`src/mmio_pkg.sv`:
```
`default_nettype none

package mmio_pkg;

    // CPU side words
    typedef logic [31:0] word_t;
    typedef logic [31:0] addr_t;

    // Address map in byte addresses
    localparam addr_t RAM_BASE           = 32'h0000_0000;
    localparam addr_t RAM_SPAN_BYTES     = 32'h0000_1000;
    localparam addr_t KEYPAD_ADDR        = 32'h0000_2000;
    localparam addr_t DISPLAY_BASE       = 32'h0000_3000;
    localparam addr_t DISPLAY_SPAN_BYTES = 32'h0000_1000;

    // Read value for holes in the map
    localparam word_t UNMAPPED_WORD = 32'hDEAD_BEEF;

    // Keypad codes
    typedef logic [4:0] key_button_t;
    typedef logic [1:0] key_app_t;

    // Keypad word layout with all other bits reading zero
    localparam int KEY_VALID_BIT  = 31;
    localparam int KEY_APP_LSB    = 5;
    localparam int KEY_BUTTON_LSB = 0;

    // Decoded destination of one access
    typedef enum logic [1:0] {
        RAM,
        KEYPAD,
        DISPLAY,
        NONE
    } target_t;

    // Control FSM
    typedef enum logic [2:0] {
        IDLE,
        RAM_WAIT,
        KEY_WAIT,
        DISP_WAIT,
        RESPOND
    } ctrl_state_t;

endpackage

`default_nettype wire

```
`src/keypad_reg.sv`:
```
`timescale 1ns/100ps
`default_nettype none

module keypad_reg
    import mmio_pkg::*;
(
    input  wire logic        clk,
    input  wire logic        reset,
    input  wire key_button_t button_i,
    input  wire key_app_t    app_i,
    input  wire logic        rising_i,
    input  wire logic        read_i,
    output word_t            key_word_o
);

    key_button_t button_q;
    key_app_t    app_q;
    logic        valid_q;

    // Codes survive a read
    always_ff @(posedge clk) begin
        if (rising_i) begin
            button_q <= button_i;
            app_q    <= app_i;
        end
    end

    // A new key wins over a read in the same cycle
    always_ff @(posedge clk or posedge reset) begin
        if (reset)
            valid_q <= 1'b0;
        else if (rising_i)
            valid_q <= 1'b1;
        else if (read_i)
            valid_q <= 1'b0;
    end

    always_comb begin
        key_word_o = '0;
        key_word_o[KEY_VALID_BIT] = valid_q;
        key_word_o[KEY_APP_LSB +: $bits(key_app_t)] = app_q;
        key_word_o[KEY_BUTTON_LSB +: $bits(key_button_t)] = button_q;
    end

endmodule

`default_nettype wire

```
`config.mk`:
```
export PLATFORM = sky130hd
export DESIGN_NAME = keypad_reg
export DESIGN_NICKNAME = d
export VERILOG_FILES = /design/src/mmio_pkg.sv /design/src/keypad_reg.sv
export SDC_FILE = /design/constraint.sdc
export NUM_CORES = 1
export LEC_CHECK = 0
export BUFFER_PORTS_ARGS = -buffer_cell sky130_fd_sc_hd__buf_4
export CAP_MARGIN = 20
export CORE_UTILIZATION = 34
export CTS_CLUSTER_SIZE = 30
export DETAILED_ROUTE_END_ITERATION = 7
export GPL_ROUTABILITY_DRIVEN = 1
export PLACE_DENSITY_LB_ADDON = 0.05
export REMOVE_ABC_BUFFERS = 1
export SLEW_MARGIN = 10
export SYNTH_ARGS = -nofsm -noshare
export SYNTH_HDL_FRONTEND = slang
export SYNTH_SLANG_ARGS = --single-unit
```
`constraint.sdc`:
```
create_clock -name clk -period 0.8 [get_ports clk]
set_input_delay 0.2 -clock clk [delete_from_list [all_inputs] [get_ports clk]]
set_output_delay 0.2 -clock clk [all_outputs]
set_load 0.03 [all_outputs]
```
==> results_dict.tcl <==
set metrics [dict create \
    status "finished with violations" \
    violations "negative setup slack" \
    die_area_sq_um 1450 \
    slowest_stage "edfxtp_1" \
    portBuffers 18 \
    yosysUniqueCellTypes 6 \
    worstPathMaxFanout 1 \
    clock-sinks 8 \
    ios 43 \
    wl_per_cell_um 9.14 \
    ff2ff_path_depth 1 \
    fillers 110 \
    grt_max_degree 9 \
    fin_crit_sh 1.24 \
    cp_top_family "flip-flops" \
    place_congestion 0.614 \
    cts.htree.levels 1 \
    multi_input_area_sq_um 97.6 \
    route.detailed.drc 0 \
    grt_pass1_vias 204 \
    hpwl_um 574 \
    start_util 0.382 \
    syn_area_per_cell_sq_um 11.9 \
    dpl_worst_slack_ps 46.2 \
    fp.coreArea_sq_um 1160 \
    finalClockSkew_ps 0 \
    ys_seq_area_frac 0.533 \
    setup-violations-final 8 \
    regToRegStartpoint "valid_q" \
    gr-total-overflow 0 \
    setup_tns_ps -1430 \
    grt_pass1_wl_um 917 \
    arrival_ps 790 \
    yosysWarnings 0 \
    clkLatencyLatePin_ps 240 \
    hp-class "in2reg" \
    antennaDiodeCount 0 \
    finalHoldViolCount 0 \
    antenna_found_initial 0 \
    fmax_ghz 1.01 \
    hold_depth 1 \
    synth_top_area_share 0.476 \
    firstDrtPassIters 4 \
    yosysTopAreaCell "edfxtp_1" \
    critPathBufInv 1 \
    syn_area_sq_um 442 \
    min_period_ps 990 \
    synth_area_leaders "edfxtp_1 48%, buf_4 42%, dfrtp_1 5.7%" \
    worstHoldEndpoint "button_q[4]" \
    drv_slew 0 \
    cts_buffer_depth 2 \
    p_leak_nw 0.289 \
    vias 240 \
    numCtsBuffers 3 \
    required_ps 600 \
    drive_above_1_share 0.362 \
    layout_setup_ws_ps -190 \
    end_kind "output port" \
    critical-path-max-stage-delay_ps 390 \
    rows 12 \
    stdcell_count 72 \
    synthToLayoutAreaGrowth_pct 26.6 \
    syn_inst 37 \
    cap_violations 0 \
    ys_seq_elements 8 \
    seqCellArea_sq_um 235 \
    via_per_inst 3.33 \
    dp_cells 67 \
    worst-setup-path-type "reg2out" \
    r2r_setup_slack_ps 150 \
    critPathLaunchType "flip-flop" \
    rr_endpoint "valid_q" \
    fin_nets 70 \
    cts.clk_slew.worst_paths_ps 60 \
    drtIter0Drc 6 \
    power_density_nw_per_um2 2080 \
    design_area_sq_um 559 \
    drt_wl_total_um 658 \
    track_usage 0.105 \
    hold_path.startpoint "button_i[4]" \
    antenna_left 0 \
    ir_drop_v 0.000745 \
    cts_tree "built" \
    rsz0062_at_grt "yes" \
    crit_chain "buf_6" \
    critPathLaunch "app_q[1]" \
    die_w_um 38.0 \
    postCtsSetupRepairBufs 0 \
    crit_cells 1 \
    root_buffer "clkbuf_4" \
    place_area_sq_um 493 \
    die_h_um 38.0 \
]
[report_power, final]
group	internal, mW	switching [mW]
clock	0.191	0.133
combinational	0.0932	0.239
sequential	0.491	0.0157
total	0.775	0.388
[synthesized netlist by cell type, drive strengths merged]
cell type  number
inv             2
buf            25
dfrtp           1
a21o            1
edfxtp          7
conb            1
[cells in the final DEF (no fill, tap or decap), drive strengths merged]
cell type	count
inv	2
dfrtp	1
conb	24
edfxtp	7
clkbuf	4
a21o	1
dlygate4sd3	1
buf	18
[per-stage QoR]
step                      power (mW)  hold WS [ps]  utilization
after global routing            1.24          96.4        0.484
after detailed placement       0.819          49.7        0.426
after floorplan                0.725         -71.3            -
final                           1.16           124        0.484
after CTS                       1.18           115        0.484
after global placement         0.813          43.3        0.426
[repair_timing]
action                     in CTS  in global routing
gates cloned                    0                  0
setup endpoints to repair       8                  8
hold endpoints to repair        1                  0
hold buffers                    1                  0
gates resized for setup         8                  0
[flip-flops by register name, indices dropped and copies added (netlist names)]
signal and flops:
valid_q 1, button_q 5, app_q 2
[how the worst max path moves through the flow]
stage | to
after CTS | key_word_o[2]
after global placement | key_word_o[3]
after floorplan | valid_q
final | key_word_o[6]
after detailed placement | key_word_o[2]
after global routing | key_word_o[6]
[cell type report]
cell class                 instances  share of cell area
timing repair buffer              19               0.313
tap                               14              0.0313
sequential                         8               0.421
multi-input combinational         25               0.174
inverter                           2              0.0134
clock buffer                       4              0.0470
[layer usage]
layer / vias to the layer above / track usage / routed length (um)
met5: - / 0 / 0
met4: 0 / 0.107 / 7
met3: 2 / 0.0523 / 89
met2: 25 / 0.169 / 395
met1: 105 / 0.0892 / 166
li1: 108 / - / -
[cell families (layout without fill, tap and decap cells)]
group / after synthesis / in the layout / share of synthesized area
buffers and inverters: 27 / 25 / 0.442
DFF: 8 / 8 / 0.533
other: 1 / 24 / 0.00849
AOI/OAI and AO/OA: 1 / 1 / 0.0170
No activity file was read; power rests on OpenSTA's default activity.
