--- src/mmio_pkg.sv ---
`default_nettype none

package mmio_pkg;

    // CPU side words
    typedef logic [31:0] word_t;
    typedef logic [31:0] addr_t;

    // Address map in byte addresses
    localparam addr_t RAM_BASE           = 32'h0000_0000;
    localparam addr_t RAM_SPAN_BYTES     = 32'h0000_1000;
    localparam addr_t KEYPAD_ADDR        = 32'h0000_2000;
    localparam addr_t DISPLAY_BASE       = 32'h0000_3000;
    localparam addr_t DISPLAY_SPAN_BYTES = 32'h0000_1000;

    // Read value for holes in the map
    localparam word_t UNMAPPED_WORD = 32'hDEAD_BEEF;

    // Keypad codes
    typedef logic [4:0] key_button_t;
    typedef logic [1:0] key_app_t;

    // Keypad word layout with all other bits reading zero
    localparam int KEY_VALID_BIT  = 31;
    localparam int KEY_APP_LSB    = 5;
    localparam int KEY_BUTTON_LSB = 0;

    // Decoded destination of one access
    typedef enum logic [1:0] {
        RAM,
        KEYPAD,
        DISPLAY,
        NONE
    } target_t;

    // Control FSM
    typedef enum logic [2:0] {
        IDLE,
        RAM_WAIT,
        KEY_WAIT,
        DISP_WAIT,
        RESPOND
    } ctrl_state_t;

endpackage

`default_nettype wire

--- src/mmio_ctrl.sv ---
`timescale 1ns/100ps
`default_nettype none

module mmio_ctrl
    import mmio_pkg::*;
#(
    parameter int RAM_WORDS = 1024
) (
    input  wire logic  clk,
    input  wire logic  reset,
    input  wire logic  fetch_i,
    input  wire addr_t pc_i,
    input  wire logic  mem_read_i,
    input  wire logic  mem_write_i,
    input  wire addr_t address_i,
    input  wire word_t store_data_i,
    input  wire word_t ram_rdata_i,
    input  wire logic  ram_done_i,
    input  wire word_t key_word_i,
    input  wire logic  display_ack_i,
    output logic       ram_start_o,
    output logic       ram_write_o,
    output addr_t      ram_addr_o,
    output word_t      ram_wdata_o,
    output logic       key_read_o,
    output logic       display_wen_o,
    output logic       d_ack_o,
    output logic       i_ack_o,
    output word_t      memload_o,
    output word_t      instruction_o
);

    // RAM window shrinks with a smaller array
    localparam addr_t RAM_BYTES = (RAM_WORDS * 4 < RAM_SPAN_BYTES) ?
                                  addr_t'(RAM_WORDS * 4) : RAM_SPAN_BYTES;

    ctrl_state_t state_q;
    ctrl_state_t state_d;
    logic        rest_q;
    logic        is_data_q;
    logic        write_q;
    word_t       resp_q;
    logic        data_req;
    logic        take_req;
    addr_t       served_addr;
    target_t     target;

    function automatic target_t decode_target(input addr_t addr);
        target_t tgt;
        if (addr >= RAM_BASE && addr < RAM_BASE + RAM_BYTES)
            tgt = RAM;
        else if (addr == KEYPAD_ADDR)
            tgt = KEYPAD;
        else if (addr >= DISPLAY_BASE && addr < DISPLAY_BASE + DISPLAY_SPAN_BYTES)
            tgt = DISPLAY;
        else
            tgt = NONE;
        return tgt;
    endfunction

    // Data beats fetch when both are pending
    assign data_req    = mem_read_i | mem_write_i;
    assign served_addr = data_req ? address_i : pc_i;
    assign target      = decode_target(served_addr);

    // One idle cycle after each response lets the CPU drop its request
    assign take_req = (state_q == IDLE) && !rest_q && (data_req || fetch_i);

    always_comb begin
        state_d = state_q;
        case (state_q)
            IDLE: begin
                if (take_req) begin
                    case (target)
                        RAM:     state_d = RAM_WAIT;
                        KEYPAD:  state_d = KEY_WAIT;
                        DISPLAY: state_d = mem_write_i ? DISP_WAIT : RESPOND;
                        default: state_d = RESPOND;
                    endcase
                end
            end
            RAM_WAIT:  if (ram_done_i) state_d = RESPOND;
            KEY_WAIT:  state_d = RESPOND;
            DISP_WAIT: if (display_ack_i) state_d = RESPOND;
            RESPOND:   state_d = IDLE;
            default:   state_d = IDLE;
        endcase
    end

    always_ff @(posedge clk or posedge reset) begin
        if (reset) begin
            state_q   <= IDLE;
            rest_q    <= 1'b0;
            is_data_q <= 1'b0;
            write_q   <= 1'b0;
        end else begin
            state_q <= state_d;
            rest_q  <= (state_q == RESPOND);
            if (take_req) begin
                is_data_q <= data_req;
                write_q   <= mem_write_i;
            end
        end
    end

    // Single response word for both acknowledges
    always_ff @(posedge clk) begin
        if (take_req && (target == NONE || target == DISPLAY))
            resp_q <= UNMAPPED_WORD;
        else if (state_q == RAM_WAIT && ram_done_i)
            resp_q <= ram_rdata_i;
        else if (state_q == KEY_WAIT)
            resp_q <= key_word_i;
    end

    // The manager latches these on start
    assign ram_start_o = take_req && (target == RAM);
    assign ram_write_o = mem_write_i;
    assign ram_addr_o  = served_addr;
    assign ram_wdata_o = store_data_i;

    // Keypad write is acknowledged but never clears valid
    assign key_read_o    = (state_q == KEY_WAIT) && !write_q;
    assign display_wen_o = (state_q == DISP_WAIT);

    assign d_ack_o       = (state_q == RESPOND) && is_data_q;
    assign i_ack_o       = (state_q == RESPOND) && !is_data_q;
    assign memload_o     = resp_q;
    assign instruction_o = resp_q;

    a_one_ack: assert property (@(posedge clk) disable iff (reset)
        (d_ack_o || i_ack_o) |=> !(d_ack_o || i_ack_o) ##1 !(d_ack_o || i_ack_o))
        else $error("Acknowledge repeated before the CPU could drop its request");

    a_start_idle: assert property (@(posedge clk) disable iff (reset)
        ram_start_o |-> (state_q == IDLE) ##1 (state_q == RAM_WAIT))
        else $error("RAM start outside IDLE or without entering RAM_WAIT");

endmodule

`default_nettype wire

--- config.mk ---
export PLATFORM = sky130hd
export DESIGN_NAME = mmio_ctrl
export DESIGN_NICKNAME = d
export VERILOG_FILES = /design/src/mmio_pkg.sv /design/src/mmio_ctrl.sv
export SDC_FILE = /design/constraint.sdc
export NUM_CORES = 1
export LEC_CHECK = 0
export BUFFER_PORTS_ARGS = -buffer_cell sky130_fd_sc_hd__buf_2
export CORE_AREA = 3 3 115 117
export CTS_BUF_LIST = sky130_fd_sc_hd__clkbuf_4
export DETAILED_ROUTE_END_ITERATION = 7
export DIE_AREA = 0 0 118 120
export SLEW_MARGIN = 20
export SYNTH_ARGS = -nofsm -noshare
export SYNTH_HDL_FRONTEND = slang
export SYNTH_SLANG_ARGS = --single-unit
--- constraint.sdc ---
create_clock -name clk -period 2.1 [get_ports clk]
set_input_delay 0.105 -clock clk [delete_from_list [all_inputs] [get_ports clk]]
set_output_delay 0.105 -clock clk [all_outputs]
set_load 0.05 [all_outputs]
==> run_results.csv <==
group,metric,value,unit
run_status,status,"complete, no violations",
critical_path,cp.arrival,1.83,ns
layout,layout_common_cells,"buf_2, dlygate4sd3_1, nand2_1",
clocking,cts_tree,"yes",
grt,antenna_found_initial,1,
yosys,synth_edf_count,0,
yosys,async_flop_share,15.79,%
drt,routed_wirelength,10410,um
drt,drc,0,
power_and_ir_drop,p_int,1.404,mW
timing,hold_viol_final,0,
drt,ant_nets,0,
critical_path,cp.required,2.00,ns
critical_path,critPathCaptureType,"primary output",
yosys,syn_nets,483,
drt,first_iter_violations,133,
hold_path,hp-start,"ram_rdata_i[29]",
drt,vias,3170,
place,hpwl,8132,um
yosys,synthCells,316,
critical_path,crit_type,"flop to primary output",
timing,fin_skew,0.004525,ns
layout,syn_to_final_growth,53.75,%
floorplan,rows,41,
floorplan,io-pin-count,301,
critical_path,r2r-start,"state_q[1]$_DFFE_PP0P_",
floorplan,initial_core_util,21.96,%
critical_path,crit_chain,"buf_4, nor2_1, nor4b_4, buf_4, and3_1, clkbuf_4",
grt,grtUsageTotal,14.16,%
critical_path,slowest_delay,0.39,ns
grt,gr-total-overflow,0,
critical_path,startpoint_type,"flop",
timing,rsz0062_at_grt,"no",
clocking,cts-root-buf,"clkbuf_4",
yosys,netlist_area,2738,um^2
drt,viasPerCell,4.477,
yosys,yosysWarnings,0,
critical_path,slowest_stage,"dfrtp_1",
power_and_ir_drop,switchingPower,839.8,uW
grt,grt_pass1_wl,16280,um
power_and_ir_drop,leakagePower,2.101,nW
layout,fill_cells,1310,
yosys,ys_seq_area_share,28.88,%
timing,drv_slew,0,
floorplan,die_y,120,um
layout,postLayoutCoreUtil,33.76,%
floorplan,core-area,12470,um^2
clocking,cts_buffers,5,
clocking,clockBufferDepth,2,
power_and_ir_drop,power_frac_seq,35.7,%
timing,hold_slack,0.02275,ns
yosys,synth_ff_type,"dfxtp_1",
yosys,avgSynthCellArea,8.663,um^2
timing,layout_min_cycle_time,1.931,ns
layout,design_area,4209,um^2
timing,maxSlewHeadroom,60.55,%
drt,drt_pass1_iterations,5,
layout,layout_commonest_cell,"buf_2",
critical_path,crit_fanout,7,
timing,max_freq,517.7,MHz
place,post-place-ws,0.004395,ns
timing,timing.final.crit_share,91.97,%
power_and_ir_drop,power_switching_share,37.43,%
power_and_ir_drop,p_comb_share,41.4,%
place,post_dp_cell_area,3662,um^2
timing,fin_ws,0.1685,ns
critical_path,crit_start,"state_q[1]$_DFFE_PP0P_",
layout,multi_input_area,1395,um^2
grt,grt_max_degree,33,
place,portBuffers,236,
floorplan,die_w,118,um
hold_path,hold_class,"primary input to flop",
clocking,cts.clk_slew.worst_paths,0.11,ns
yosys,synth_top_cell_by_area,"dfxtp_1",
layout,seq_area,790.8,um^2
yosys,ys_ff_latch,38,
critical_path,timing.critical_path.mode_cell,"buf_4",
layout,drive_above_1_share,55.33,%
clocking,clock_latency,0.34,ns
drt,wl_per_cell,14.71,um
clocking,cts.sinks,38,
yosys,ys_types,43,
layout,finalNetCount,701,
clocking,cts-htree-levels,2,
power_and_ir_drop,vdd_drop_max,0.3143,mV
timing,fin_setup_tns,0,ns
power_and_ir_drop,p_per_area,533.1,nW/um^2
timing,setup_viol,0,
grt,grt_pass1_vias,3261,
timing,worst_pin_slew,0.5872,ns
yosys,synthTopCellsByArea,"dfxtp_1, buf_4, mux2_2",
power_and_ir_drop,p_clk_share,22.8,%
place,place.gp.congestion,0.9236,
yosys,synth_top_area_share,23.40,%
run,maxCapViolations,0,
floorplan,dieArea,14160,um^2
==> synth_stat cells, drive strengths merged (2+ instances only) <==
library cell,count
mux2i,8
o22ai,2
and3,2
dfrtp,6
nor2b,4
o21ai,2
inv,3
nand4,2
nor2,7
nand3,29
or4,2
a22oi,25
a21oi,2
dfxtp,32
mux2,32
o211a,7
or3,2
nand2,36
and2,2
clkbuf,9
buf,72
o31ai,2
nor4b,3
nor4,11
==> final cells by class <==
cell class | instances | area share [%]
Timing Repair Buffer | 292 | 40.67
Clock inverter | 1 | 0.7134
Multi-Input combinational cell | 194 | 33.15
Clock buffer | 7 | 1.249
Inverter | 3 | 0.2675
Tap cell | 172 | 5.113
Sequential cell | 38 | 18.79
Antenna cell | 1 | 0.05945
==> timing repair <==
| action | 4_1_cts | 5_1_grt |
|---|---|---|
| resized for setup | 2 | 1 |
| hold endpoints to repair | 32 | 1 |
| setup buffers | 1 | 1 |
| pin swaps | 1 | 0 |
| hold buffers | 42 | 1 |
| endpoints found under the setup margin | 3 | 1 |
==> worst max-delay path, delay by kind of cell, from the launching register on <==
family | cells | cell delay (ns)
and+or+nand+nor | 3 | 0.54
buffers and inverters | 3 | 0.56
DFF | 1 | 0.39
==> flip-flops by register name (all words and copies together) (netlist names) <==
signal	count
instruction_o	32
is_data_q	1
rest_q	1
state_q	3
write_q	1
==> cell families after synthesis <==
logic type | after synthesis | share of synthesized area, %
and+or+nand+nor | 107 | 20.20
AOI/OAI and AO/OA | 46 | 13.44
muxes | 40 | 16.09
buffers and inverters | 84 | 21.07
xor gates and xnor gates | 1 | 0.3200
DFF | 38 | 28.88
==> per-layer routing <==
layer	wire (um)	track usage, %
met4	162	4.249
met2	5334	26.81
met5	0	0
met3	1032	4.430
met1	3884	14.98
==> through the flow <==
step / power (mW) / cells
after floorplan: 1.564 / 316
after global placement: 1.648 / 654
after detailed placement: 1.663 / 654
after CTS: 2.268 / 705
after global routing: 2.372 / 708
final: 2.244 / 708
==> path summary, 6_finish.rpt <==
kind / to / slack (ns) / cells past startpoint
max: ram_start_o / 0.17 / 6
min: instruction_o[29]$_SDFFE_PP0P_ / 0.02 / 2
max reg2reg: instruction_o[22]$_SDFFE_PP0P_ / 0.30 / 7
min reg2reg: instruction_o[25]$_SDFFE_PP1P_ / 0.49 / 2
max in group asynchronous: state_q[1]$_DFFE_PP0P_ / 1.71 / 3
min in group asynchronous: rest_q$_DFF_PP0_ / 0.20 / 3
==> power groups by stage <==
stage               clock network (mW)  logic, mW  registers, mW
CTS                              0.542      0.924          0.803
floorplan                            0      0.763          0.801
finish                           0.512      0.929          0.802
global placement                     0      0.837          0.811
detailed placement                   0      0.851          0.812
global route                     0.568      0.996          0.808
(Power assumes the default switching activity.)
