$ cat src/wb_pkg.sv
`default_nettype none

package wb_pkg;

    // Bus widths
    typedef logic [31:0] wb_addr_t;
    typedef logic [31:0] wb_data_t;
    typedef logic [3:0]  wb_sel_t;

    // Bus manager FSM
    // ACTIVE covers the whole cycle from strobe to ack
    typedef enum logic [1:0] {
        IDLE,
        ACTIVE,
        DONE
    } wbm_state_t;

endpackage

`default_nettype wire

$ cat src/wb_bus_if.sv
`timescale 1ns/100ps
`default_nettype none

interface wb_bus_if
    import wb_pkg::*;
();

    wb_addr_t adr;
    wb_data_t dat_w;
    wb_data_t dat_r;
    wb_sel_t  sel;
    logic     we;
    logic     stb;
    logic     cyc;
    logic     ack;

    // Request side of the bus
    modport manager (
        output adr,
        output dat_w,
        output sel,
        output we,
        output stb,
        output cyc,
        input  dat_r,
        input  ack
    );

    // Word RAM side
    modport slave (
        input  adr,
        input  dat_w,
        input  sel,
        input  we,
        input  stb,
        input  cyc,
        output dat_r,
        output ack
    );

endinterface

`default_nettype wire

$ cat src/wb_manager.sv
`timescale 1ns/100ps
`default_nettype none

module wb_manager
    import wb_pkg::*;
(
    input  wire logic     clk,
    input  wire logic     reset,
    input  wire logic     start_i,
    input  wire logic     write_i,
    input  wire wb_addr_t addr_i,
    input  wire wb_data_t wdata_i,
    output wb_data_t      rdata_o,
    output logic          done_o,
    wb_bus_if.manager     bus
);

    // Only full-word accesses
    localparam wb_sel_t FULL_WORD = '1;

    wbm_state_t state_q;
    logic       stb_q;
    logic       we_q;
    wb_addr_t   adr_q;
    wb_data_t   wdata_q;
    wb_data_t   rdata_q;

    always_ff @(posedge clk or posedge reset) begin
        if (reset) begin
            state_q <= IDLE;
            stb_q   <= 1'b0;
        end else begin
            case (state_q)
                IDLE: begin
                    if (start_i) begin
                        state_q <= ACTIVE;
                        stb_q   <= 1'b1;
                    end
                end
                ACTIVE: begin
                    // Cycle ends on the slave ack
                    if (bus.ack) begin
                        state_q <= DONE;
                        stb_q   <= 1'b0;
                    end
                end
                DONE:    state_q <= IDLE;
                default: state_q <= IDLE;
            endcase
        end
    end

    // Request and read data
    always_ff @(posedge clk) begin
        if (state_q == IDLE && start_i) begin
            adr_q   <= addr_i;
            wdata_q <= wdata_i;
            we_q    <= write_i;
        end
        if (state_q == ACTIVE && bus.ack && !we_q)
            rdata_q <= bus.dat_r;
    end

    assign bus.adr   = adr_q;
    assign bus.dat_w = wdata_q;
    assign bus.sel   = FULL_WORD;
    assign bus.we    = we_q;
    assign bus.stb   = stb_q;
    assign bus.cyc   = (state_q == ACTIVE);

    assign rdata_o = rdata_q;
    assign done_o  = (state_q == DONE);

    a_stb_in_cyc: assert property (@(posedge clk) disable iff (reset)
        bus.stb |-> bus.cyc)
        else $error("Strobe raised outside a bus cycle");

endmodule

`default_nettype wire

$ cat src/flat_wrapper.sv
// flat-port wrapper written by rule: the top's interface ports become plain ports
module wb_manager_flat import wb_pkg::*;
  (clk, reset, start_i, write_i, addr_i, wdata_i, rdata_o, done_o, bus_adr, bus_dat_w, bus_sel, bus_we, bus_stb, bus_cyc, bus_dat_r, bus_ack);
  wb_bus_if bus_i ();
  input  wire logic clk;
  input  wire logic reset;
  input  wire logic start_i;
  input  wire logic write_i;
  input  wire wb_addr_t addr_i;
  input  wire wb_data_t wdata_i;
  output wb_data_t rdata_o;
  output logic done_o;
  output wire logic [$bits(bus_i.adr)-1:0] bus_adr;
  output wire logic [$bits(bus_i.dat_w)-1:0] bus_dat_w;
  output wire logic [$bits(bus_i.sel)-1:0] bus_sel;
  output wire logic [$bits(bus_i.we)-1:0] bus_we;
  output wire logic [$bits(bus_i.stb)-1:0] bus_stb;
  output wire logic [$bits(bus_i.cyc)-1:0] bus_cyc;
  input wire logic [$bits(bus_i.dat_r)-1:0] bus_dat_r;
  input wire logic [$bits(bus_i.ack)-1:0] bus_ack;
  assign bus_adr = bus_i.adr;
  assign bus_dat_w = bus_i.dat_w;
  assign bus_sel = bus_i.sel;
  assign bus_we = bus_i.we;
  assign bus_stb = bus_i.stb;
  assign bus_cyc = bus_i.cyc;
  assign bus_i.dat_r = bus_dat_r;
  assign bus_i.ack = bus_ack;
  wb_manager u_core (.clk(clk), .reset(reset), .start_i(start_i), .write_i(write_i), .addr_i(addr_i), .wdata_i(wdata_i), .rdata_o(rdata_o), .done_o(done_o), .bus(bus_i));
endmodule
$ cat config.mk
export PLATFORM = sky130hd
export DESIGN_NAME = wb_manager_flat
export DESIGN_NICKNAME = d
export VERILOG_FILES = /design/src/wb_pkg.sv /design/src/wb_bus_if.sv /design/src/wb_manager.sv /design/src/flat_wrapper.sv
export SDC_FILE = /design/constraint.sdc
export NUM_CORES = 1
export LEC_CHECK = 0
export BUFFER_PORTS_ARGS = -buffer_cell sky130_fd_sc_hd__buf_2
export CAP_MARGIN = 40
export CORE_ASPECT_RATIO = 1.75
export CORE_UTILIZATION = 41
export DETAILED_ROUTE_END_ITERATION = 8
export PLACE_DENSITY = 0.86
export SYNTH_ARGS = -nofsm -noshare
export SYNTH_HDL_FRONTEND = slang
export SYNTH_SLANG_ARGS = --single-unit
$ cat constraint.sdc
create_clock -name clk -period 8.3 [get_ports clk]
set_input_delay 0.415 -clock clk [delete_from_list [all_inputs] [get_ports clk]]
set_output_delay 0.415 -clock clk [all_outputs]
set_load 0.05 [all_outputs]
==> results of run 1 <==
==> critical path, cell delays in order (launching register included) <==
cell     delay [ns]
dfrtp_1        0.46
nor3b_2        0.19
buf_4          0.63
==> synth_stat cells <==
master,count,share of area
inv_1,2,0.0024
dfrtp_1,3,0.024
nor3b_1,1,0.0024
edfxtp_1,97,0.94
nor2_1,3,0.0036
o21ai_1,1,0.0016
inv_2,1,0.0012
a21oi_2,1,0.0028
nor3_1,1,0.0016
nand2_1,1,0.0012
o21ai_0,2,0.0032
conb_1,1,0.0012
and2b_2,1,0.0028
buf_4,4,0.0097
==> through the flow <==
stage / utilization / instance area, sq um / power [W] / instances / worst slack [ns]
after floorplan: - / 3100 / 0.000966 / 122 / 2.52
after global placement: 0.582 / 4210 / 0.00105 / 406 / 6.61
after detailed placement: 0.582 / 4210 / 0.00106 / 406 / 6.55
after CTS: 0.621 / 4490 / 0.00144 / 422 / 6.58
after global routing: 0.621 / 4490 / 0.00148 / 422 / 6.54
final: 0.621 / 4490 / 0.00143 / 422 / 6.60
==> power groups by stage <==
stage	clock, W	sequential [W]	combinational, W
3_5_place_dp	0	0.000679	0.000377
2_1_floorplan	0	0.000911	0.0000556
6_report	0.000387	0.000668	0.000375
4_1_cts	0.000396	0.000669	0.000378
5_1_grt	0.000412	0.000675	0.000389
3_3_place_gp	0	0.000675	0.000371
==> flip-flops by register name, summed over array words and instances (netlist names) <==
signal / count
u_core.state_q: 2
u_core.rdata_o: 32
u_core.bus.dat_w: 32
u_core.bus.adr: 32
u_core.bus.stb: 1
u_core.bus.we: 1
==> cells by family after synthesis <==
logic type / share of synthesized area
AO/OA/AOI/OAI: 0.00769
buffers and inverters: 0.0133
flip-flops: 0.966
other: 0.00121
AND/OR/NAND/NOR: 0.0117
==> layout make-up <==
cell class / instances / area share
Clock buffer: 12 / 0.0526
Clock inverter: 3 / 0.00863
Inverter: 3 / 0.00251
Multi-Input combinational cell: 15 / 0.0189
Sequential cell: 100 / 0.665
Tap cell: 86 / 0.0239
Timing Repair Buffer: 203 / 0.228
==> cells in the final DEF, fill, tap and decap left out, drive strengths merged <==
cell type and instances:
nand2 1, clkinv 2, nor2 3, bufinv 1, conb 4, o21ai 3
buf 202, inv 3, clkbuf 12, and2b 1, edfxtp 97, dfrtp 3
a21oi 1, dlygate4sd3 1, nor3 1, nor3b 1
==> metal layers <==
layer | up-vias | GRT usage
met5 | - | 0
met2 | 127 | 0.273
li1 | 883 | -
met3 | 15 | 0.0630
met1 | 874 | 0.170
met4 | 0 | 0.104
==> final timing paths <==
path	from	end	slack [ns]
max reg2reg	u_core.state_q[1]	u_core.bus.adr[31]	6.60
max	u_core.state_q[1]	u_core.bus.adr[31]	6.60
min reg2reg	u_core.state_q[0]	u_core.bus.stb	0.56
min	wdata_i[3]	u_core.bus.dat_w[3]	0.25
max in group asynchronous	reset	u_core.bus.stb	7.69
min in group asynchronous	reset	u_core.state_q[0]	0.49
==> flow_summary.toml, run 1 <==
[yosys]
synth_cell_types = 14
yosysWarnings = 0
synth_area_sq_mm = 0.00309
seq_area_frac_synth = 0.966
ys_ff_latch = 100
syn_area_per_cell_sq_um = 26.0
synthCells = 119

[global_route]
track_usage = 0.165
grt_max_degree = 66
antenna_found_initial = 0
grt_pass1_vias = 1836
grt_first_pass_wirelength_microns = 8780
grt_overflow = 0

[worst_setup_path]
critPathKind = "reg -> reg"
cp_data_required_time_ns = 8.26
cp-start-kind = "register"
crit_path_end_kind = "register"
path_max_fanout = 65
arrival_ns = 1.66
r2r_cells = 2

[power_and_ir_drop]
pwr-share-clk = 0.271
power_density_mw_per_mm2 = 318
seqPwrFrac = 0.467
max-vdd-ir-drop_mv = 0.213
power_frac_comb = 0.262
p_int_w = 0.000944
power_leakage_nw = 1.92
switching_share = 0.340
switching_power_w = 0.000486

[drt]
routedWlPerCell_microns = 15.4
drt_iter0_drc = 143
drtAntennaViolNets = 0
wl_met3_microns = 654
top_layer_used = "met4"
vias = 1899
dr.pass1.iters = 4
wl_microns = 6510
wl_met2_microns = 3390
viasPerCell = 4.50
drc = 0
met1_length_microns = 2290

[floorplan]
io_pins = 205
core_area_sq_mm = 0.00723
dieArea_sq_mm = 0.00791
fp.dieH_microns = 117
rows = 41
start_util = 0.428
dieWidth_microns = 67.7

[final_layout]
n_fill_cell = 534
drive_gt1_frac = 0.649
num-nets-final = 433
antenna_cells = 0
multi_input_area_sq_um = 85.1
synthToLayoutAreaGrowth_pct = 45.3
ff_latch_area_sq_mm = 0.00299

[cts]
cts_tree = "done"
clock-root-buffer = "clkbuf_16"
cts_made_buffers = 9
insertion_delay_ns = 0.33
postCtsSetupRepairBufs = 0
htreeDepth = 3
hold_buffers = 1
cts_resized = 0
cts.sinks = 100
clock_path_buffers = 2
clk_pin_slew_worst_paths_ns = 0.06

[sta]
slew_violations = 0
fin_setup_tns_ns = 0
worstMarginPinSlew_ns = 0.786
holdWs_ns = 0.254
setup_viol = 0
max_freq_ghz = 0.587
rsz0062_at_grt = "false"
period_needed_ns = 1.70
period_share = 0.205
worst_clock_skew_ns = 0.00809
finalHoldViolations = 0
max-slew-margin-rel = 0.476

[placement]
dp_hpwl_microns = 5070
place_congestion = 0.679
portBuffers = 200

[run_status]
status = "complete, no violations"

[min_path]
hold_path.class = "in -> reg"
min_path_cells = 1

[run]
cap_violations = 0
No activity file was read; power rests on OpenSTA's default activity.
==> run 2: changes to the inputs <==
Settings changed: CORE_UTILIZATION 41 to 37, PLACE_DENSITY 0.86 to 0.82.
Clock period 8.3 ns to 1.5 ns, I/O delays scaled along.
==> run 2 against run 1 <==
  * The flow now finishes with violations (DRC)
  * First-iteration DRC count fell by 43%
  * Worst setup slack lost 6.5 ns
  * Die area up 11%
  * Register-to-register slack worse by 6.5 ns
  * Utilization grew 6.4 points
  * Via count increased by 21%
  * Clock power rose to 5.1 times the previous value
  * Hold slack lost 0.19 ns
  * Wire length is 29% higher
  * Sequential share of layout area down 12 points
  * Critical path type unchanged
  * Largest cell class unchanged
==> flow_summary.toml, run 2 (same netlist as run 1, synthesis figures left out) <==
[run_status]
status = "complete, but fails checks"
violations = "DRC"

[cts]
cts_tree = "done"
htreeDepth = 3
insertion_delay_ns = 0.33
clk_pin_slew_worst_paths_ns = 0.06
cts_made_buffers = 9
cts.sinks = 100
cts_resized = 0
clock-root-buffer = "clkbuf_16"
clock_path_buffers = 2

[min_path]
hp-start = "start_i"
hold_path.class = "in -> reg"

[global_route]
track_usage = 0.189
busiest_layer = "met2"
antenna_found_initial = 0
grt_overflow = 0
grt_util_met3 = 0.0367
use_met1 = 0.195
grt_pass1_vias = 2486
grt_max_degree = 49
met2_usage = 0.357
grt_first_pass_wirelength_microns = 11800

[sta]
period_needed_ns = 1.42
worst_clock_skew_ns = 0.00941
worst_slack_ns = 0.0829
max_freq_ghz = 0.706
rsz0062_at_grt = "false"
holdWs_ns = 0.0630
period_share = 0.945
setup_viol = 0
slew_violations = 0
finalHoldViolations = 0

[floorplan]
core_area_sq_mm = 0.00802
dieWidth_microns = 71.1
dieArea_sq_mm = 0.00874
start_util = 0.386
rows = 43
io_pins = 205
fp.dieH_microns = 123

[drt]
drtAntennaViolNets = 0
dr.pass1.iters = 7
drc = 12
viasPerCell = 4.38
wl_microns = 8400
vias = 2297
routedWlPerCell_microns = 16.0
drt_iter0_drc = 81

[worst_setup_path]
cp-startpoint = "u_core.state_q[0]"
r2r_cells = 3
path_max_fanout = 32
timing.rr.start = "u_core.state_q[0]"
cp-start-kind = "register"
crit_slowest_cell = "dfrtp_1"
crit_path_cell_trace = "nand2_1 -> nor3_4 -> buf_12"
crit_path_end_kind = "register"
reg2reg_slack_ns = 0.08
arrival_ns = 1.44
worstSetupEndpoint = "u_core.rdata_o[5]"
max_stage_delay_ns = 0.46
r2r-end = "u_core.rdata_o[5]"
critPathKind = "reg -> reg"
cp_data_required_time_ns = 1.53

[placement]
post-place-ws_ns = 0.0831
dp_hpwl_microns = 5440
portBuffers = 200
place_congestion = 0.697

[final_layout]
num-nets-final = 531
synthToLayoutAreaGrowth_pct = 77.7
antenna_cells = 0
drive_gt1_frac = 0.506
final_common_cell = "buf_2"
final_cell_mix = "200 x buf_2, 98 x dlygate4sd3_1, 97 x edfxtp_1, 9 x clkbuf_16, 4 x conb_1"

[power_and_ir_drop]
seqPwrFrac = 0.461
pwr-share-clk = 0.246
power_frac_comb = 0.293
switching_power_w = 0.00279
power_density_mw_per_mm2 = 1470
power_leakage_nw = 2.33
switching_share = 0.347
max-vdd-ir-drop_mv = 0.907
p_int_w = 0.00526

[run]
cap_violations = 0
==> run 2: power groups by stage <==
stage	clock [W]	combinational, W	sequential, W
after floorplan	0	0.000323	0.00501
after global placement	0	0.00212	0.00374
after detailed placement	0	0.00216	0.00377
after CTS	0.00205	0.00236	0.00371
after global routing	0.00215	0.00244	0.00375
final	0.00198	0.00236	0.00372
==> run 2: worst min-delay path by stage <==
stage | end | slack (ns) | depth (start not counted)
after CTS | u_core.bus.stb | 0.05 | 3
after floorplan | u_core.bus.stb | -0.17 | 1
after global placement | u_core.state_q[0] | -0.05 | 2
after detailed placement | u_core.state_q[0] | -0.05 | 2
final | u_core.bus.stb | 0.06 | 3
after global routing | u_core.bus.stb | 0.07 | 3
==> run 2: stage by stage <==
stage / utilization / power [W] / setup TNS, ns / instances / cell area, sq um
floorplan: - / 0.00533 / -82.98 / 122 / 3130
global placement: 0.531 / 0.00587 / 0 / 411 / 4260
detailed placement: 0.531 / 0.00593 / 0 / 411 / 4260
CTS: 0.686 / 0.00813 / 0 / 525 / 5500
global route: 0.686 / 0.00834 / 0 / 525 / 5500
finish: 0.686 / 0.00805 / 0 / 525 / 5500
==> run 2: worst max-delay path: cells and delay by family (launching register included) <==
| family | cells | cell delay, ns |
|---|---|---|
| buffers and inverters | 1 | 0.22 |
| flip-flops | 1 | 0.46 |
| AND/OR/NAND/NOR | 2 | 0.42 |
==> run 2: final cells by class <==
class	count	area, sq um
Inverter	3	11.3
Clock inverter	4	20.0
Multi-Input combinational cell	15	97.6
Timing Repair Buffer	301	2030
Clock buffer	12	236
Sequential cell	100	2990
Tap cell	90	113
Fill cell	530	2520
==> run 2: per-layer routing <==
layer / wire (microns) / up-vias
li1: - / 1079
met1: 2670 / 1085
met2: 4990 / 113
met3: 501 / 20
met4: 239 / 0
met5: 0 / -
==> run 2: repair_timing <==
item	in CTS	in global routing
hold endpoints to repair	100	0
hold buffers	98	0
buffers inserted	0	0
==> run 3: changes to the inputs <==
Settings changed: REMOVE_ABC_BUFFERS from default to 1.
==> run 3 against run 2 <==
  * The run still ends with DRC left
  * Clock skew about the same
  * Combinational power about the same
  * Clock-buffer cell count down 1
  * Final cell count unchanged
  * Global-route usage up 0.67 points
  * Design area up 0.14%
  * Non-clock buffer count unchanged
  * Via count down 0.13%
  * Largest power group unchanged
==> flow_summary.toml, run 3 (same netlist as run 1, synthesis figures left out) <==
[cts]
htreeDepth = 3
clk_pin_slew_worst_paths_ns = 0.06
insertion_delay_ns = 0.34
cts_made_buffers = 9
cts_tree = "done"
cts.sinks = 100
clock-root-buffer = "clkbuf_16"
clock_path_buffers = 2

[drt]
drtAntennaViolNets = 0
wl_microns = 8330
drt_iter0_drc = 121
drc = 14
routedWlPerCell_microns = 15.9
viasPerCell = 4.37
dr.pass1.iters = 6
vias = 2294

[sta]
period_needed_ns = 1.44
max_freq_ghz = 0.693
setup_viol = 0
holdWs_ns = 0.0741
period_share = 0.962
finalHoldViolations = 0
rsz0062_at_grt = "false"
worst_clock_skew_ns = 0.00909
fin_setup_tns_ns = 0
slew_violations = 0

[global_route]
grt_overflow = 0
grt_first_pass_wirelength_microns = 12200
grt_max_degree = 66
track_usage = 0.196
antenna_found_initial = 0
grt_pass1_vias = 2515

[power_and_ir_drop]
max-vdd-ir-drop_mv = 0.954
power_density_mw_per_mm2 = 1490
power_leakage_nw = 2.34

[run_status]
violations = "DRC"
status = "complete, but fails checks"

[worst_setup_path]
cp_data_required_time_ns = 1.51
crit_path_cell_trace = "nor3b_2 -> clkbuf_16"
path_max_fanout = 65
critPathKind = "reg -> reg"
arrival_ns = 1.45
crit_path_end_kind = "register"
crit_slowest_cell = "dfrtp_1"
max_stage_delay_ns = 0.46
cp-start-kind = "register"

[floorplan]
start_util = 0.386
rows = 43
core_area_sq_mm = 0.00802
dieArea_sq_mm = 0.00874
dieWidth_microns = 71.1
io_pins = 205
fp.dieH_microns = 123

[final_layout]
num-nets-final = 531
synthToLayoutAreaGrowth_pct = 78.0
final_cell_mix = "200 x buf_2, 98 x dlygate4sd3_1, 97 x edfxtp_1, 10 x clkbuf_16, 4 x conb_1"
final_common_cell = "buf_2"
layout.cells.non_filler = 525
antenna_cells = 0
drive_gt1_frac = 0.506

[placement]
placedCellCount = 411
portBuffers = 200
dp_hpwl_microns = 4880
place_congestion = 0.689

[run]
cap_violations = 0

[min_path]
hold_path.class = "in -> reg"
run 3: changes by cell type in the layout (fill, tap and decap cells not counted), sizes merged:
| cell | previous run | this run |
|---|---|---|
| clkinv | 3 | 2 |
| buf | 203 | 202 |
| bufinv | 0 | 1 |
| clkinvlp | 1 | 2 |
run 3: area by class of cell:
| type | count | area [sq um] |
|---|---|---|
| Clock buffer | 11 | 233 |
| Clock inverter | 5 | 52.6 |
| Fill cell | 509 | 2510 |
| Inverter | 3 | 11.3 |
| Multi-Input combinational cell | 15 | 85.1 |
| Sequential cell | 100 | 2990 |
| Tap cell | 90 | 113 |
| Timing Repair Buffer | 301 | 2020 |
run 3: path summary, 6_finish.rpt:
path                            cells past startpoint               from  slack, ns                  end
max in group asynchronous                           3              reset       1.20    u_core.state_q[1]
worst max-delay path                                2  u_core.state_q[1]       0.06  u_core.bus.dat_w[6]
worst min-delay path                                3            start_i       0.07    u_core.state_q[0]
min in group asynchronous                           3              reset       0.16    u_core.state_q[0]
worst min register to register                      1  u_core.state_q[1]       0.60    u_core.state_q[1]
worst max register to register                      2  u_core.state_q[1]       0.06  u_core.bus.dat_w[6]
run 3: what timing repair did:
action / CTS / global route
hold buffers: 98 / 0
hold endpoints to repair: 100 / 0
setup buffers: 0 / 0
setup endpoints to repair: 0 / 30
gates resized for setup: 0 / 1
run 3: worst max-delay path: cells and delay by family, from the launching register on:
family / cells / cell delay, ns
DFF: 1 / 0.46
and+or+nand+nor: 1 / 0.26
buffers and inverters: 1 / 0.34
run 3: routing by layer:
layer,global-route usage,up-vias,share of wire
li1,-,1077,-
met3,0.0513,15,0.081
met5,0,-,0
met2,0.384,143,0.58
met1,0.176,1059,0.31
met4,0.111,0,0.026
run 3: through the flow:
step / util / cell area, sq um / total power [W] / worst slack, ns
global placement: 0.528 / 4230 / 0.00581 / 0.114
global route: 0.687 / 5500 / 0.00850 / 0.00413
floorplan: - / 3070 / 0.00506 / -4.28
finish: 0.687 / 5500 / 0.00823 / 0.0567
detailed placement: 0.528 / 4230 / 0.00587 / 0.0796
CTS: 0.686 / 5500 / 0.00825 / 0.0619
run 3: report_power, final:
group          total [W]  internal [W]  switching (W)
Clock            0.00220       0.00128       0.000920
Sequential       0.00370       0.00357       0.000133
Combinational    0.00233      0.000566        0.00176
